File: src/include/aes_defines.svh
`ifndef AES_DEFINES_SVH
`define AES_DEFINES_SVH

// Number of independent AES3 lanes driven from the shared subframe feeder
`define AES_LANES 4

// Audio word width carried in slots 4 to 27 of every subframe
`define AES_SAMPLE_W 24

// Slots in one subframe, which is also the word select half period in clocks
`define AES_SLOTS 32

// Frames in one channel status block, one C bit taken per frame
`define AES_BLOCK_FRAMES 192

`endif

File: src/verilog/aes_frame_pkg.sv
`include "aes_defines.svh"

package aes_frame_pkg;

  // One PCM sample pair as presented by the audio source
  // The flag is high for a usable sample and goes out inverted as the V bit
  typedef struct packed {
    logic                     valid;
    logic [`AES_SAMPLE_W-1:0] left;
    logic [`AES_SAMPLE_W-1:0] right;
  } pcm_pair_t;

  // Channel status content carried in bytes 0 and 1 of the block
  // Everything else in the 192 bit block goes out as 0
  typedef struct packed {
    logic       professional;
    logic       non_audio;
    logic [1:0] emphasis;
    logic [1:0] rate;
    logic [3:0] chan_mode;
  } cs_fields_t;

  // Position of a frame inside the channel status block
  typedef logic [$clog2(`AES_BLOCK_FRAMES)-1:0] frame_idx_t;

  // --------------------------------------------------
  // Channel status bit for one frame of the block
  // --------------------------------------------------
  // Byte 0 holds the pro flag in bit 0, non audio in bit 1,
  // emphasis in bits 2-3 and the rate code in bits 6-7.
  // Byte 1 holds the channel mode in bits 0-3
  function automatic logic cs_block_bit(cs_fields_t cs, frame_idx_t frame);
    logic [15:0] bytes01;
    bytes01        = '0;
    bytes01[0]     = cs.professional;
    bytes01[1]     = cs.non_audio;
    bytes01[3:2]   = cs.emphasis;
    bytes01[7:6]   = cs.rate;
    bytes01[11:8]  = cs.chan_mode;
    if (frame < frame_idx_t'(16)) begin
      return bytes01[frame[3:0]];
    end
    return 1'b0;
  endfunction

endpackage

File: src/verilog/aes_line_pkg.sv
package aes_line_pkg;

  // Two half-cell symbols per lane per clock
  // sym_first goes on the line before sym_second
  typedef struct packed {
    logic sym_first;
    logic sym_second;
  } line_sym_t;

  // Preamble patterns over slots 0 to 3, MSB is the first half-cell.
  // These are the forms sent after a line that ended low
  typedef enum logic [7:0] {
    PRE_X = 8'b1110_0010,
    PRE_Y = 8'b1110_0100,
    PRE_Z = 8'b1110_1000
  } preamble_e;

  // --------------------------------------------------
  // Preamble choice from the codes in slots 0 and 1
  // --------------------------------------------------
  function automatic preamble_e preamble_sel(logic code0, logic code1);
    preamble_e pre;
    if (code0) begin
      pre = PRE_Y;
    end else if (code1) begin
      pre = PRE_Z;
    end else begin
      pre = PRE_X;
    end
    return pre;
  endfunction

endpackage

File: src/verilog/aes_lane_encoder.sv
`timescale 1ns/1ps

module aes_lane_encoder (
  input  logic                    aud_clk,
  input  logic                    aud_ws,
  input  logic                    aud_data,
  output aes_line_pkg::line_sym_t sym
);
  import aes_line_pkg::*;

  // Delayed serial inputs, the delayed bit belongs to slot_cnt
  logic       ws_d1;
  logic       data_d1;
  logic [4:0] slot_cnt;

  // Preamble in use and whether it goes out inverted
  preamble_e  pre_q;
  preamble_e  pre_cur;
  logic       inv_q;
  logic       inv_cur;
  logic [7:0] pat;
  logic [2:0] idx_first;
  logic [2:0] idx_second;

  // Line level after the last half-cell sent
  logic       level;
  line_sym_t  sym_next;

  assign level = sym.sym_second;

  // --------------------------------------------------
  // Slot tracking
  // --------------------------------------------------
  // A word select edge restarts the count, so the count trails the
  // feeder by one clock and matches the slot held in data_d1
  always_ff @(posedge aud_clk) begin
    ws_d1   <= aud_ws;
    data_d1 <= aud_data;
    if (aud_ws != ws_d1) begin
      slot_cnt <= '0;
    end else begin
      slot_cnt <= slot_cnt + 5'd1;
    end
  end

  // In slot 0 both code bits are visible, slot 0 delayed and slot 1 live
  assign pre_cur = (slot_cnt == 5'd0) ? preamble_sel(data_d1, aud_data) : pre_q;
  // A line that ended high flips the whole preamble
  assign inv_cur = (slot_cnt == 5'd0) ? level : inv_q;

  // Keep the choice for slots 1 to 3
  always_ff @(posedge aud_clk) begin
    if (slot_cnt == 5'd0) begin
      pre_q <= pre_cur;
      inv_q <= inv_cur;
    end
  end

  // --------------------------------------------------
  // Biphase mark coding
  // --------------------------------------------------
  always_comb begin
    pat        = pre_cur;
    // Slot k of the preamble uses pattern bits 7-2k and 6-2k
    idx_first  = {~slot_cnt[1:0], 1'b1};
    idx_second = {~slot_cnt[1:0], 1'b0};
    if (slot_cnt[4:2] == 3'd0) begin
      sym_next.sym_first  = pat[idx_first] ^ inv_cur;
      sym_next.sym_second = pat[idx_second] ^ inv_cur;
    end else if (slot_cnt == 5'd31) begin
      // Parity slot, the bit value is whatever brings the line back low.
      // With a low start this gives even parity over slots 4 to 31
      sym_next.sym_first  = ~level;
      sym_next.sym_second = 1'b0;
    end else begin
      // Always toggle at the cell start, toggle again mid cell for a 1
      sym_next.sym_first  = ~level;
      sym_next.sym_second = ~level ^ data_d1;
    end
  end

  // Output is two clocks behind the slot on aud_data
  always_ff @(posedge aud_clk) begin
    sym <= sym_next;
  end

endmodule

File: src/verilog/aes_line_output.sv
`timescale 1ns/1ps
`include "aes_defines.svh"

module aes_line_output (
  input  logic                                       aud_clk,
  input  logic                                       rst,
  input  aes_line_pkg::line_sym_t [`AES_LANES-1:0]   lane_sym,
  input  logic [`AES_LANES-1:0]                      lane_en,
  output aes_line_pkg::line_sym_t [`AES_LANES-1:0]   line_out
);

  // --------------------------------------------------
  // Output register for all lanes
  // --------------------------------------------------
  // Each lane carries a half-cell pair per clock, and the pair is
  // serialized by whatever pin logic follows this block.
  // A disabled lane sends 00, which a receiver sees as an idle line.
  // Enabling it again picks up the encoder at the next clock, so the
  // far end regains lock at the next preamble
  always_ff @(posedge aud_clk) begin
    if (rst) begin
      line_out <= '0;
    end else begin
      for (int i = 0; i < `AES_LANES; i++) begin
        if (lane_en[i]) begin
          line_out[i] <= lane_sym[i];
        end else begin
          line_out[i] <= '0;
        end
      end
    end
  end

endmodule

File: src/verilog/aes_subframe_feeder.sv
`timescale 1ns/1ps
`include "aes_defines.svh"

module aes_subframe_feeder (
  input  logic                                      aud_clk,
  input  logic                                      rst,
  input  aes_frame_pkg::pcm_pair_t [`AES_LANES-1:0] pcm_in,
  input  aes_frame_pkg::cs_fields_t                 cs_fields,
  output logic                                      sample_req,
  output logic                                      aud_ws,
  output logic [`AES_LANES-1:0]                     aud_data
);
  import aes_frame_pkg::*;

  localparam int SLOT_W = $clog2(`AES_SLOTS);
  localparam logic [SLOT_W-1:0] LAST_SLOT = SLOT_W'(`AES_SLOTS - 1);
  localparam frame_idx_t LAST_FRAME = frame_idx_t'(`AES_BLOCK_FRAMES - 1);

  // Slot map of one subframe
  localparam logic [SLOT_W-1:0] CODE0_SLOT  = SLOT_W'(0);
  localparam logic [SLOT_W-1:0] CODE1_SLOT  = SLOT_W'(1);
  localparam logic [SLOT_W-1:0] AUDIO_FIRST = SLOT_W'(4);
  localparam logic [SLOT_W-1:0] AUDIO_LAST  = SLOT_W'(4 + `AES_SAMPLE_W - 1);
  localparam logic [SLOT_W-1:0] V_SLOT      = SLOT_W'(4 + `AES_SAMPLE_W);
  localparam logic [SLOT_W-1:0] U_SLOT      = SLOT_W'(5 + `AES_SAMPLE_W);
  localparam logic [SLOT_W-1:0] C_SLOT      = SLOT_W'(6 + `AES_SAMPLE_W);

  // Slot currently on aud_data and the frame it belongs to
  logic [SLOT_W-1:0] slot_cnt;
  frame_idx_t        frame_cnt;

  // Values for the slot that goes out after this clock edge
  logic [SLOT_W-1:0] next_slot;
  logic              next_ws;
  logic              audio_slot;
  logic [`AES_LANES-1:0] slot_bit;

  // Captured audio, right word above left so one shift serves both subframes
  logic [2*`AES_SAMPLE_W-1:0] sh_q [`AES_LANES];
  logic [`AES_LANES-1:0]      valid_q;
  cs_fields_t                 cs_q;
  logic                       c_bit;

  assign next_slot  = slot_cnt + SLOT_W'(1);
  assign next_ws    = (slot_cnt == LAST_SLOT) ? ~aud_ws : aud_ws;
  assign audio_slot = (next_slot >= AUDIO_FIRST) && (next_slot <= AUDIO_LAST);
  assign c_bit      = cs_block_bit(cs_q, frame_cnt);

  // --------------------------------------------------
  // Slot and frame counters
  // --------------------------------------------------
  // The first frame after reset counts as the last of a block, so
  // the first captured pair lands in block frame 0
  always_ff @(posedge aud_clk) begin
    if (rst) begin
      slot_cnt   <= '0;
      frame_cnt  <= LAST_FRAME;
      aud_ws     <= 1'b0;
      sample_req <= 1'b0;
    end else begin
      slot_cnt <= next_slot;
      aud_ws   <= next_ws;
      // A new frame starts on the edge that captures the samples
      if (sample_req) begin
        frame_cnt <= (frame_cnt == LAST_FRAME) ? '0 : frame_cnt + frame_idx_t'(1);
      end
      // Raise the request during the last slot of the right subframe
      sample_req <= (next_slot == LAST_SLOT) && next_ws;
    end
  end

  // --------------------------------------------------
  // Sample capture and audio shift
  // --------------------------------------------------
  always_ff @(posedge aud_clk) begin
    for (int i = 0; i < `AES_LANES; i++) begin
      if (sample_req) begin
        sh_q[i]    <= {pcm_in[i].right, pcm_in[i].left};
        valid_q[i] <= pcm_in[i].valid;
      end else if (audio_slot) begin
        sh_q[i] <= sh_q[i] >> 1;
      end
    end
    // Hold the channel status steady for a whole block
    if (sample_req && (frame_cnt == LAST_FRAME)) begin
      cs_q <= cs_fields;
    end
  end

  // Bit of every lane for the next slot
  always_comb begin
    for (int i = 0; i < `AES_LANES; i++) begin
      if (audio_slot) begin
        slot_bit[i] = sh_q[i][0];
      end else begin
        case (next_slot)
          // Code 1x is a right subframe, 01 marks block start, 00 other lefts
          CODE0_SLOT: slot_bit[i] = next_ws;
          CODE1_SLOT: slot_bit[i] = ~next_ws && (frame_cnt == '0);
          V_SLOT:     slot_bit[i] = ~valid_q[i];
          U_SLOT:     slot_bit[i] = 1'b0;
          C_SLOT:     slot_bit[i] = c_bit;
          // Slots 2, 3 and the parity slot are filled in by the encoder
          default:    slot_bit[i] = 1'b0;
        endcase
      end
    end
  end

  always_ff @(posedge aud_clk) begin
    if (rst) begin
      aud_data <= '0;
    end else begin
      aud_data <= slot_bit;
    end
  end

endmodule

File: src/verilog/aes_tx_top.sv
`timescale 1ns/1ps
`include "aes_defines.svh"

module aes_tx_top (
  input  logic                                      aud_clk,
  input  logic                                      rst,
  input  aes_frame_pkg::pcm_pair_t [`AES_LANES-1:0] pcm_in,
  input  aes_frame_pkg::cs_fields_t                 cs_fields,
  input  logic [`AES_LANES-1:0]                     lane_en,
  output logic                                      sample_req,
  output aes_line_pkg::line_sym_t [`AES_LANES-1:0]  line_out
);
  import aes_line_pkg::*;

  // Serial subframe stream, word select is common to all lanes
  logic                  aud_ws;
  logic [`AES_LANES-1:0] aud_data;

  // Encoded half-cell pairs before the output register
  line_sym_t [`AES_LANES-1:0] lane_sym;

  aes_subframe_feeder u_feeder (
    .aud_clk    (aud_clk),
    .rst        (rst),
    .pcm_in     (pcm_in),
    .cs_fields  (cs_fields),
    .sample_req (sample_req),
    .aud_ws     (aud_ws),
    .aud_data   (aud_data)
  );

  // --------------------------------------------------
  // One encoder per lane
  // --------------------------------------------------
  for (genvar g = 0; g < `AES_LANES; g++) begin : g_lane
    aes_lane_encoder u_encoder (
      .aud_clk  (aud_clk),
      .aud_ws   (aud_ws),
      .aud_data (aud_data[g]),
      .sym      (lane_sym[g])
    );
  end

  aes_line_output u_line_output (
    .aud_clk  (aud_clk),
    .rst      (rst),
    .lane_sym (lane_sym),
    .lane_en  (lane_en),
    .line_out (line_out)
  );

endmodule
File: config.mk
export PLATFORM = sky130hd
export DESIGN_NAME = aes_tx_top
export DESIGN_NICKNAME = d
export VERILOG_FILES = /design/src/verilog/aes_frame_pkg.sv /design/src/verilog/aes_line_pkg.sv /design/src/verilog/aes_lane_encoder.sv /design/src/verilog/aes_line_output.sv /design/src/verilog/aes_subframe_feeder.sv /design/src/verilog/aes_tx_top.sv
export VERILOG_INCLUDE_DIRS = /design/src /design/src/include
export SDC_FILE = /design/constraint.sdc
export NUM_CORES = 1
export LEC_CHECK = 0
export CORE_MARGIN = 5
export CORE_UTILIZATION = 53
export CTS_CLUSTER_SIZE = 14
export DETAILED_ROUTE_END_ITERATION = 6
export DONT_BUFFER_PORTS = 1
export PLACE_DENSITY_LB_ADDON = 0.12
export SETUP_SLACK_MARGIN = 0.05
export SLEW_MARGIN = 20
export SYNTH_ARGS = -nofsm -noshare
export SYNTH_HDL_FRONTEND = slang
export SYNTH_SLANG_ARGS = --single-unit
export TNS_END_PERCENT = 20
File: constraint.sdc
create_clock -name aud_clk -period 6.08 [get_ports aud_clk]
set_input_delay 0.912 -clock aud_clk [delete_from_list [all_inputs] [get_ports aud_clk]]
set_output_delay 0.912 -clock aud_clk [all_outputs]
set_load 0.02 [all_outputs]
**Word-level counts from Yosys, hierarchy flattened**

Memories as Yosys holds them, arrays and structs flattened.
Index checks and enable logic that the tools add are counted.

- Memory bits (writable): 192
- Logic and storage cells: 190
- Flip-flop bits (word level): 110
- Memories kept: 1
- Output and inout port bits: 9
- Bits of input ports: 212

Memories:

| memory | depth | bits a word | read ports | clocked after Yosys merged registers in | write ports | line | RTL |
|---|---|---|---|---|---|---|---|
| u_feeder.sh_q | 4 | 48 | 4 | 0 | 4 | aes_subframe_feeder.sv:39 | `` logic [2*`AES_SAMPLE_W-1:0] sh_q [`AES_LANES]; `` |

- Reductions and logical operators: 18
- Bitwise gates (word level): 34
- Multiplexer cells: 64
- Order comparisons: 12
- Equality and inequality tests: 11
- $add $sub $neg: 6

Operator list:

| kind | count |
|---|---|
| 48-bit 2-to-1 mux | 4 |
| 8-bit 2-to-1 mux | 9 |
| 5-bit equality test (second input constant) | 8 |
| 3-bit by 4-bit less-than comparator with 1-bit output (second input constant) | 8 |
| 1-bit 2-to-1 mux | 30 |
| 5-bit by 1-bit adder with 5-bit output (second input constant) | 5 |
| 5-bit zero test | 5 |
| 1-bit binary-select mux with 2-bit select | 8 |
| 4-bit 2-to-1 mux | 4 |
| 1-bit case mux with 4 select lines | 4 |
| 1-bit NOT | 14 |
| 3-bit zero test | 4 |
| 1-bit bitwise XOR | 12 |
| 8-bit by 1-bit adder with 8-bit output (second input constant) | 1 |
| 8-bit equality test (second input constant) | 1 |
| 8-bit zero test | 1 |
| 8-bit by 5-bit less-than comparator with 1-bit output (second input constant) | 1 |
| 2-bit 2-to-1 mux | 4 |
| 2-bit NOT | 4 |
| 2-bit OR reduction | 4 |
| 5-bit by 1-bit equality test with 1-bit output (second input constant) | 1 |
| 5-bit by 3-bit >= comparator with 1-bit output (second input constant) | 1 |
| 5-bit less-or-equal comparator (second input constant) | 1 |
| 4-bit by 5-bit less-than comparator with 1-bit output (second input constant) | 1 |
| other kinds (4) | 10 |

**Longest topological paths before layout**

Gate-level depths: netlist (run 1).

- Depth in word-level cells: 7
- Depth in mapped cells: 14
- Mapped depth without buffers: 11

**Hierarchy**

From an unflattened synthesis (run 1), not the netlist that was laid out.

- Cells, all modules: 973
- Area total of the unflattened synthesis: 13354.1 um^2

By module, submodules not included:

| module | sequential area each (um^2) | area each (um^2) | instances | cells each |
|---|---|---|---|---|
| aes_subframe_feeder | 6556.3 | 9735.6 | 1 | 657 |
| aes_lane_encoder | 450.4 | 847.1 | 4 | 75 |
| aes_line_output | 160.2 | 230.2 | 1 | 16 |

**Worst setup path after synthesis (run 1)**

OpenSTA, ideal clock, no wires.

- Path type: register -> register
- Start point: register u_feeder.slot_cnt[0]
- End point: memory u_feeder.sh_q[0][0] (netlist name) (enable)
- Setup time: 471 ps
- Path slack: 1149 ps
- Path buffers: 2
- Data required time: 5609 ps
- Stages on the path, launching flop included: 12
- Arrival time: 4459 ps
- Clock period less this slack: 4931 ps
- Cell sequence: dfxtp_1 > ha_1 > and2_1 > nand2_1 > inv_1 > ha_1 > clkbuf_1 > nand2_1 > o311ai_2 > o21ai_2 > clkbuf_1 > or2_2

RTL lines:

| what | line | RTL |
|---|---|---|
| start, declared | aes_subframe_feeder.sv:29 | `logic [SLOT_W-1:0] slot_cnt;` |
| start signal, assigned | aes_subframe_feeder.sv:61 | `slot_cnt <= next_slot;` |
| end, declared | aes_subframe_feeder.sv:39 |  |

==> results of run 1 <==
[sequential cells by signal, summed over array words and instances (netlist names)]
name                       cells
g_lane.u_encoder.sym           4
g_lane.u_encoder.data_d1       4
u_feeder.frame_cnt             8
u_feeder.aud_ws                1
g_lane.u_encoder.ws_d1         1
u_feeder.valid_q               4
u_feeder.aud_data              4
u_feeder.sh_q                192
u_feeder.sample_req            1
g_lane.u_encoder.level         4
u_feeder.cs_q                 10
g_lane.u_encoder.pre_q        32
g_lane.u_encoder.slot_cnt     20
u_line_output.line_out         8
u_feeder.slot_cnt              5
g_lane.u_encoder.inv_q         4
[worst paths after layout]
kind,startpoint,endpoint,slack (ns),depth (start not counted)
setup / recovery,u_feeder.slot_cnt[0],u_feeder.sh_q[2][11],2.13,11
hold / removal,u_feeder.aud_data[1],g_lane[1].u_encoder.data_d1,0.40,0
setup reg to reg,u_feeder.slot_cnt[0],u_feeder.sh_q[2][11],2.13,11
hold reg to reg,u_feeder.aud_data[1],g_lane[1].u_encoder.data_d1,0.40,0
[metrics by stage]
step | setup WS [ns] | cells | total power (uW) | hold WS (ns)
after floorplan | 1.15 | 979 | 3290 | 0.376
after global placement | 2.17 | 1267 | 3410 | 0.397
after detailed placement | 2.11 | 1267 | 3430 | 0.396
after CTS | 2.11 | 1326 | 5340 | 0.401
after global routing | 1.78 | 1332 | 5550 | 0.418
final | 2.13 | 1335 | 5270 | 0.399
[synth_stat cells (3+ instances only)]
| library cell | number | area share |
|---|---|---|
| edfxtp_1 | 241 | 0.55 |
| nand2_1 | 146 | 0.042 |
| mux2_2 | 81 | 0.069 |
| o21ai_0 | 67 | 0.025 |
| dfxtp_1 | 61 | 0.093 |
| mux2_1 | 61 | 0.052 |
| nor2_1 | 31 | 0.0088 |
| clkbuf_1 | 27 | 0.0077 |
| ha_1 | 20 | 0.019 |
| and2_1 | 18 | 0.0085 |
| and3_1 | 18 | 0.0085 |
| inv_1 | 17 | 0.0048 |
| nand2b_1 | 16 | 0.0076 |
| xnor2_1 | 15 | 0.010 |
| a21oi_1 | 14 | 0.0053 |
| mux2i_1 | 14 | 0.011 |
| nor3_1 | 12 | 0.0046 |
| xor2_1 | 11 | 0.0073 |
| buf_2 | 9 | 0.0034 |
| nand3_1 | 9 | 0.0034 |
| buf_6 | 8 | 0.0068 |
| nor2b_1 | 6 | 0.0029 |
| o31ai_1 | 5 | 0.0029 |
| a21o_1 | 4 | 0.0023 |
| a2bb2oi_1 | 4 | 0.0027 |
| inv_2 | 4 | 0.0011 |
| o211ai_1 | 4 | 0.0023 |
| o22ai_1 | 4 | 0.0019 |
| or3_1 | 4 | 0.0019 |
| or4b_4 | 4 | 0.0042 |
| a221o_1 | 3 | 0.0023 |
| nand3b_1 | 3 | 0.0017 |
| nand4_1 | 3 | 0.0014 |
| o21ai_1 | 3 | 0.0011 |
[final cells by class]
type	count	area [um^2]	area share
antenna	9	22.5	0.00156
clock buffer	46	917	0.0634
clock inverter	13	105	0.00726
inverter	21	78.8	0.00545
multi-input combinational	611	4400	0.304
sequential	302	8460	0.585
tap	324	405	0.0280
timing repair buffer	9	80.1	0.00553
[worst max-delay path, stage by stage, from the launching register on]
cell     delay (ns)
dfxtp_1        0.50
ha_1           0.26
and2_1         0.16
nand2_1        0.07
inv_1          0.07
ha_1           0.32
a41oi_1        0.23
o21ai_1        0.13
o21ai_4        0.08
buf_4          0.46
or2_4          0.62
buf_4          0.62
[cell families after synthesis]
kind of cell	count (synthesis)	share of synthesized area
muxes	158	0.135
buffers and inverters	66	0.0245
adders and majority gates	20	0.0190
DFF	302	0.642
and+or+nand+nor	285	0.105
AOI/OAI and AO/OA	122	0.0570
xor gates and xnor gates	26	0.0173
[layout by cell type (no fill, tap or decap), types with 3 or more instances in the layout]
cell / count
nor2_1: 31
nand3_1: 9
a221o_1: 3
nand2_1: 146
inv_2: 4
o211ai_1: 4
xnor2_1: 15
clkbuf_1: 11
nor3_1: 12
o21ai_0: 67
or4b_4: 4
or3_1: 4
dfxtp_1: 60
clkinv_1: 6
buf_4: 8
clkinv_2: 4
xor2_1: 11
o22ai_1: 4
nand3b_1: 3
mux2_1: 61
mux2_2: 81
clkbuf_16: 35
nand2b_1: 16
nand4_1: 3
a21oi_1: 14
edfxtp_1: 241
a2bb2oi_1: 4
nor2b_1: 6
and2_1: 18
a21o_1: 4
diode_2: 9
o21ai_1: 3
o31ai_1: 5
inv_1: 17
mux2i_1: 14
ha_1: 20
and3_1: 18
[routing by layer]
metal,vias up,share of wire,track usage
met5,-,0.0059,0
met4,26,0.021,0.0445
met3,63,0.090,0.0839
met2,177,0.47,0.274
met1,3448,0.41,0.214
li1,3583,-,-
[report_power, final]
group	switching [uW]	internal (uW)
sequential	171	2520
combinational	360	340
clock	786	1100
total	1320	3960
==> results_dict.tcl, run 1 <==
set metrics [dict create \
    status "finished, final reports clean" \
    fin_crit_sh 0.650 \
    hold_viol_final 0 \
    worstPathRequired_ns 6.21 \
    synth_ff_type "edfxtp_1" \
    routed_wl_um 25200 \
    maxCapViolations 0 \
    syn_inst 979 \
    via_per_inst 5.47 \
    clkLatencyLatePin_ns 0.51 \
    peakVddDrop_mv 0.231 \
    grt_first_pass_wirelength_um 39300 \
    clock_skew_ns 0.0176 \
    track_usage 0.173 \
    first_pass_iters 5 \
    root_buffer "clkbuf_16" \
    final_util 0.593 \
    place_hpwl_um 17100 \
    finalSetupViolations 0 \
    synth_edf_count 241 \
    detail_route.wl_per_cell_um 18.8 \
    drive_gt1_frac 0.156 \
    numCtsBuffers 34 \
    fillers 1975 \
    hold_buffers 0 \
    io_pins 221 \
    area_growth_pct 9.89 \
    worst_pin_slew_ns 0.937 \
    cp-start-kind "flop" \
    ys_seq_area_frac 0.642 \
    leakagePower_uw 0.00507 \
    path_clk_slew_ns 0.06 \
    die_w_um 168 \
    first_iter_violations 436 \
    syn-num-nets 1211 \
    grt_setup_unrepaired "false" \
    async_reset_ff_frac 0 \
    relSlewSlack 0.375 \
    synth_warnings 0 \
    synth.cell_area_um2 13200 \
    initial_core_util 0.540 \
    crit_type "flop to flop" \
    crit_path_max_fanout 53 \
    hp-class "flop to flop" \
    drc_errors 0 \
    end_kind "flop" \
    core-area_um2 24400 \
    grt_overflow 0 \
    grt_max_degree 101 \
    synth_area_per_cell_um2 13.5 \
    first_global_vias 7311 \
    antenna_found_initial 20 \
    htree_levels 2 \
    rows 57 \
    period_needed_ns 3.95 \
    dpl-instance-area_um2 13400 \
    tns_ns 0 \
    yosysUniqueCellTypes 61 \
    cts_buffer_depth 3 \
    post_cts_buffers 0 \
    die_area_um2 28100 \
    fin_nets 1211 \
    vias 7297 \
    ys_ff_latch 302 \
    arrival_ns 4.08 \
    drv_slew 0 \
    cts_tree "done" \
    design_area_um2 14500 \
    io_buffer_count 0 \
    cts_resized 0 \
    routabilityCongestion 0.749 \
    fmax_mhz 253 \
    cts.sinks 302 \
    p_per_area_nw_per_um2 364 \
    antenna_left 0 \
    die_y_um 168 \
]
Note: power is estimated with default switching activity, not from simulation.
==> inputs of run 2 (changes only) <==
Settings changed: ABC_AREA set to 1.
Clock period 6.08 ns to 3.4 ns, I/O delays scaled along.
==> run 2 against run 1 <==
Synthesized cell count is 45% higher. Clock power is 69% higher. Total power is 74% higher. Worst setup slack worse by 1.7 ns. Sequential power is 75% higher. Sequential share of layout area is 0.098 points lower. Cell count is 33% higher. First-iteration DRC count is 61% higher. Final area is 0.14% higher. Register-to-register slack worse by 1.7 ns. Critical path depth is 2 higher. Critical endpoint is now u_feeder.sh_q[0][8]. Largest power group unchanged.
==> results_dict.tcl, run 2 <==
set metrics [dict create \
    cts.sinks 302 \
    io_buffer_count 0 \
    hp-class "input port to flop" \
    synth_warnings 0 \
    fin_crit_sh 0.886 \
    whs_path_depth 1 \
    rrSetupSlack_ns 0.39 \
    detail_route.wl_per_cell_um 14.9 \
    fin_nets 1652 \
    antenna_left 0 \
    largest_reg_flops 192 \
    setup_ws_ns 0.387 \
    routed_wl_um 26400 \
    first_pass_iters 7 \
    drc_errors 0 \
    root_buffer "clkbuf_16" \
    final_common_cell "nand2_1" \
    rows 57 \
    synth.cell_area_um2 13200 \
    area_growth_pct 9.79 \
    design_area_um2 14500 \
    clkLatencyLatePin_ns 0.56 \
    vias 8834 \
    post_cts_buffers 0 \
    drv_slew 0 \
    die_area_um2 28200 \
    path_clk_slew_ns 0.06 \
    die_w_um 168 \
    period_needed_ns 3.01 \
    p_per_area_nw_per_um2 635 \
    synth_area_leader_cell "edfxtp_1" \
    track_usage 0.182 \
    numCtsBuffers 31 \
    synth_most_common_cell "nand2_1" \
    cts_tree "done" \
    crit_type "flop to flop" \
    hold_viol_final 0 \
    cts_buffer_depth 3 \
    routabilityCongestion 0.823 \
    worstPathRequired_ns 3.83 \
    grt_max_degree 143 \
    insertedDiodeCount 0 \
    leakagePower_uw 0.00664 \
    io_pins 221 \
    maxCapViolations 0 \
    worst_pin_slew_ns 0.603 \
    top_register "u_feeder.sh_q" \
    drive_gt1_frac 0.0540 \
    mostFrequentLayoutCells "nand2_1, edfxtp_1, inv_1" \
    ys_seq_area_frac 0.641 \
    fmax_mhz 332 \
    clock_skew_ns 0.0142 \
    dp_worst_setup_slack_ns 0.297 \
    grt_first_pass_wirelength_um 42600 \
    top_regs "u_feeder.sh_q x192, g_lane.u_encoder.pre_q x32, g_lane.u_encoder.slot_cnt x20" \
    dpl-instance-area_um2 13500 \
    die_y_um 168 \
    worstHoldStart "rst" \
    first_iter_violations 704 \
    end_kind "flop" \
    r2r-end "u_feeder.sh_q[0][8]" \
    place_hpwl_um 17700 \
    tns_ns 0 \
    synth_commonest_cells "nand2_1, edfxtp_1, inv_1, nand3_1, dfxtp_1" \
    synth_ff_type "edfxtp_1" \
    syn-num-nets 1648 \
    netlist.area_leader.share 0.548 \
    core-area_um2 24400 \
    worstHoldEndpoint "u_feeder.slot_cnt[3]" \
    crit_path_max_fanout 142 \
    synth_edf_count 241 \
    syn_inst 1416 \
    peakVddDrop_mv 0.400 \
    fillers 2196 \
    cp-start-kind "flop" \
    finalSetupViolations 0 \
    antenna_found_initial 0 \
    yosysUniqueCellTypes 27 \
    grt_setup_unrepaired "false" \
    yosys-top-cells-area "edfxtp_1, nand2_1, dfxtp_1, inv_1, nand3_1" \
    async_reset_ff_frac 0 \
    relSlewSlack 0.598 \
    grt_overflow 0 \
    final_util 0.594 \
    first_global_vias 8594 \
    status "finished, final reports clean" \
    r2r_start "u_feeder.slot_cnt[1]" \
    initial_core_util 0.541 \
    htree_levels 1 \
    arrival_ns 3.44 \
    via_per_inst 4.99 \
    ys_ff_latch 302 \
    r2r_cells 13 \
    synth_area_per_cell_um2 9.32 \
]
==> run 2: cell types whose count changed in the layout (fill, tap and decap cells not counted), moves of 15 or more <==
cell,delta
and3_1,-18
xnor2_1,-15
nor2_1,+24
mux2_2,-81
inv_1,+111
o21ai_0,-56
nand2b_1,-16
nand2_1,+577
and2_1,-18
nand3_1,+65
mux2_1,-61
==> run 2: worst max path at each step <==
stage / depth (start not counted) / from / to
6_report: 13 / u_feeder.slot_cnt[1] / u_feeder.sh_q[0][8]
5_1_grt: 13 / u_feeder.slot_cnt[1] / u_feeder.sh_q[3][41]
4_1_cts: 13 / u_feeder.slot_cnt[1] / u_feeder.sh_q[3][31]
3_5_place_dp: 13 / u_feeder.slot_cnt[1] / u_feeder.sh_q[1][40]
3_3_place_gp: 13 / u_feeder.slot_cnt[1] / u_feeder.sh_q[1][42]
2_1_floorplan: 10 / u_feeder.slot_cnt[0] / u_feeder.sh_q[0][0]
==> run 2: kinds of logic (layout without fill, tap and decap cells) <==
kind of cell    after synthesis  after routing  share of synthesized area
xor+xnor                      3              3                    0.00199
simple gates                875            876                      0.261
compound gates               38             38                     0.0174
flops                       302            302                      0.641
buf+inv                     178            206                     0.0598
fa+ha+maj                    20             20                     0.0190
==> run 2: final cells by class <==
cell class / count / area [um^2] / area share
clock buffer: 36 / 847 / 0.0584
clock inverter: 22 / 111 / 0.00768
inverter: 133 / 502 / 0.0346
multi-input combinational: 937 / 3980 / 0.275
sequential: 302 / 8460 / 0.584
tap: 324 / 405 / 0.0280
timing repair buffer: 15 / 188 / 0.0129
==> run 2: worst max-delay path, cell delays in order (launching register included) <==
cell and delay [ns]:
dfxtp_1 0.41, ha_1 0.21, inv_1 0.06, nor3_1 0.22, ha_1 0.25, inv_1 0.08
nand3_1 0.10, nor2_2 0.06, inv_2 0.09, nand2_2 0.19, nor2_8 0.42, buf_16 0.40
nand2_1 0.12, nand2_1 0.11
==> run 2: stage by stage <==
| stage | power, uW | cells | hold WS (ns) |
|---|---|---|---|
| after global placement | 6040 | 1708 | 0.353 |
| after detailed placement | 6090 | 1708 | 0.360 |
| after global routing | 9740 | 1769 | 0.00318 |
| final | 9200 | 1769 | 0.0322 |
| after CTS | 9300 | 1768 | 0.00385 |
| after floorplan | 5810 | 1416 | 0.344 |
==> run 2: metal layers <==
layer / track usage / wire (um) / part of all wire / up-vias
met2: 0.296 / 12500 / 0.47 / 198
met4: 0.0452 / 603 / 0.023 / 0
met3: 0.0682 / 2220 / 0.084 / 41
met1: 0.234 / 11100 / 0.42 / 4066
met5: 0 / 0 / 0 / -
li1: - / - / - / 4529
==> run 2: timing repair <==
item,in CTS,in global routing
hold buffers,2,0
endpoints found under the setup margin,0,120
endpoints found under the hold margin,3,0
resized for setup,0,1
==> run 2: power by group <==
part	internal [uW]	switching, uW	total (uW)
Combinational	442	849	1290
Sequential	4500	213	4720
Clock	1780	1420	3190
==> inputs of run 3 (changes only) <==
Settings changed: CORE_MARGIN 5 to 3, SYNTH_HIERARCHICAL set to 1.
==> run 3 against run 2 <==
Die area decreased by 3.0%. Largest cell class unchanged. Maximum frequency rose by 0.45%. Critical endpoint is now u_feeder/sh_q[1][65]. Synthesized cell count increased by 0.14%. Cell count fell by 0.40%. Routed wire length barely moved.
==> results_dict.tcl, run 3 <==
set metrics [dict create \
    synth.cell_area_um2 13500 \
    first_pass_iters 5 \
    syn_inst 1418 \
    die_area_um2 27300 \
    die_y_um 165 \
    cts_tree "done" \
    tns_ns 0 \
    top_register "u_feeder/sh_q" \
    yosysUniqueCellTypes 29 \
    post_cts_buffers 0 \
    ys_seq_area_frac 0.633 \
    fin_nets 1645 \
    core-area_um2 24600 \
    worstHoldStart "rst" \
    stdcell_count 1762 \
    numCtsBuffers 34 \
    status "finished, final reports clean" \
    clock_skew_ns 0.0117 \
    arrival_ns 3.36 \
    p_sw_uw 2530 \
    synth_area_leader_cell "edfxtp_1" \
    leakagePower_uw 0.00664 \
    drv_slew 0 \
    ys_ff_latch 305 \
    grt_first_pass_wirelength_um 42000 \
    fin_crit_sh 0.882 \
    area_growth_pct 10.2 \
    p_per_area_nw_per_um2 658 \
    grt_setup_unrepaired "false" \
    r2r_start "u_feeder/slot_cnt[0]" \
    highest_layer "met5" \
    grt_max_degree 134 \
    period_needed_ns 3.00 \
    cp_slowest_stage_delay_ns 0.49 \
    end_kind "flop" \
    multi_input_area_um2 4200 \
    synth_area_per_cell_um2 9.49 \
    rows 57 \
    pwr-share-comb 0.138 \
    cts_resized 0 \
    hold_viol_final 0 \
    place_hpwl_um 17500 \
    crit_buf_inv 5 \
    die_w_um 165 \
    fmax_mhz 333 \
    syn-num-nets 1650 \
    pwr-share-seq 0.492 \
    startpoint "u_feeder/slot_cnt[0]" \
    drc_errors 0 \
    routed_wl_um 26400 \
    initial_core_util 0.547 \
    clockPowerShare 0.370 \
    maxCapViolations 0 \
    grt_overflow 0 \
    synth_commonest_cells "nand2_1, edfxtp_1, inv_1, nand3_1, dfxtp_1" \
    final_common_cell "nand2_1" \
    io_pins 221 \
    critPathTopFamily "simple AND/OR/NAND/NOR gates" \
    dp_cells 1701 \
    intPower_uw 7220 \
    worst_pin_slew_ns 0.685 \
    synth_most_common_cell "nand2_1" \
    cp-start-kind "flop" \
    mostFrequentLayoutCells "nand2_1, edfxtp_1, inv_1" \
    synth_warnings 6 \
    async_reset_ff_frac 0 \
    routabilityCongestion 0.849 \
    htree_levels 2 \
    crit_type "flop to flop" \
    cts.sinks 305 \
    antenna_left 0 \
    first_global_vias 8399 \
    detail_route.wl_per_cell_um 15.0 \
    crit_path_max_fanout 49 \
    crit_chain "ha_1 -> inv_1 -> nor3_1 -> ha_1 -> inv_1 -> nand3_1 -> nor2_2 -> inv_2 -> nand2_2 -> nor2_8 -> inv_4 -> buf_12 -> nand2_1 -> nand2_1" \
    yosys-top-cells-area "edfxtp_1, nand2_1, dfxtp_1, inv_1, nand3_1" \
    regArea_um2 8520 \
    first_iter_violations 599 \
    insertedDiodeCount 0 \
    hold_buffers 0 \
    power_switching_share 0.259 \
    io_buffer_count 0 \
    dr_wl_met2_um 12100 \
    wl_met1_um 11600 \
    synth_ff_type "edfxtp_1" \
    clkLatencyLatePin_ns 0.50 \
    cts_buffer_depth 3 \
    via_per_inst 5.04 \
    wl_met3_um 2150 \
    fillers 2077 \
    vias 8875 \
    netlist.area_leader.share 0.538 \
    synth_edf_count 241 \
    peakVddDrop_mv 0.424 \
    track_usage 0.192 \
    antenna_found_initial 1 \
    root_buffer "clkbuf_16" \
    worstPathRequired_ns 3.76 \
    finalSetupViolations 0 \
    hp-class "input port to flop" \
    path_clk_slew_ns 0.06 \
    drive_gt1_frac 0.0800 \
    top_regs "u_feeder/sh_q x192, g_lane.u_encoder/pre_q x32, g_lane.u_encoder/slot_cnt x20" \
    largest_reg_flops 192 \
    slowest_stage "dfxtp_1" \
    relSlewSlack 0.543 \
]
[run 3: changes by cell type after synthesis, sizes merged, moves of 2 or more]
| cell | previous run | this run |
|---|---|---|
| a21oi | 14 | 11 |
| dfxtp | 61 | 64 |
| inv | 133 | 116 |
| or2 | 3 | 0 |
| nor2 | 57 | 66 |
| xor2 | 3 | 5 |
| nor3 | 3 | 5 |
| nand3 | 74 | 80 |
| nand2 | 726 | 715 |
| buf | 35 | 41 |
| nand4 | 8 | 17 |
| o211ai | 8 | 6 |
[run 3: cells by family after synthesis]
kind of cell,after synthesis,synth area share
AOI/OAI and AO/OA,33,0.0179
xor gates and xnor gates,5,0.00326
adders and majority gates,20,0.0186
buffers and inverters,167,0.0553
DFF,305,0.633
and+or+nand+nor,888,0.272
[run 3: path summary, 6_finish.rpt]
path | to | slack, ns | depth (start not counted)
max | u_feeder/sh_q[1][65] | 0.40 | 14
min reg2reg | g_lane[2].u_encoder/data_d1 | 0.37 | 0
max reg2reg | u_feeder/sh_q[1][65] | 0.40 | 14
min | u_feeder/slot_cnt[0] | 0.08 | 1
[run 3: routing by layer]
layer	up-vias	global-route usage
li1	4545	-
met1	4060	0.256
met2	228	0.301
met3	40	0.0681
met4	2	0.0491
met5	-	0
[run 3: per-stage QoR]
step | instance area, um^2 | total power (uW) | util | worst slack (ns) | hold WS [ns]
global placement | 13700 | 6180 | 0.557 | 0.589 | 0.361
detailed placement | 13700 | 6220 | 0.557 | 0.455 | 0.363
CTS | 14800 | 9880 | 0.602 | 0.434 | 0.0539
finish | 14800 | 9750 | 0.602 | 0.400 | 0.0776
floorplan | 13500 | 5980 | - | 0.133 | 0.351
global route | 14800 | 10300 | 0.602 | 0.126 | 0.0553
[run 3: final cells by class]
cell class,instances,area share
flip-flops and latches,305,0.575
inverters,116,0.0295
repair buffers,10,0.00929
clock inverters,4,0.00295
multi-input cells,946,0.284
well taps,324,0.0274
clock buffers,57,0.0724
[run 3: power by group through the flow]
stage	logic, uW	clock network (uW)	registers [uW]
global placement	1320	0	4860
floorplan	1160	0	4820
detailed placement	1360	0	4860
finish	1350	3610	4790
global route	1580	3870	4840
CTS	1360	3720	4790
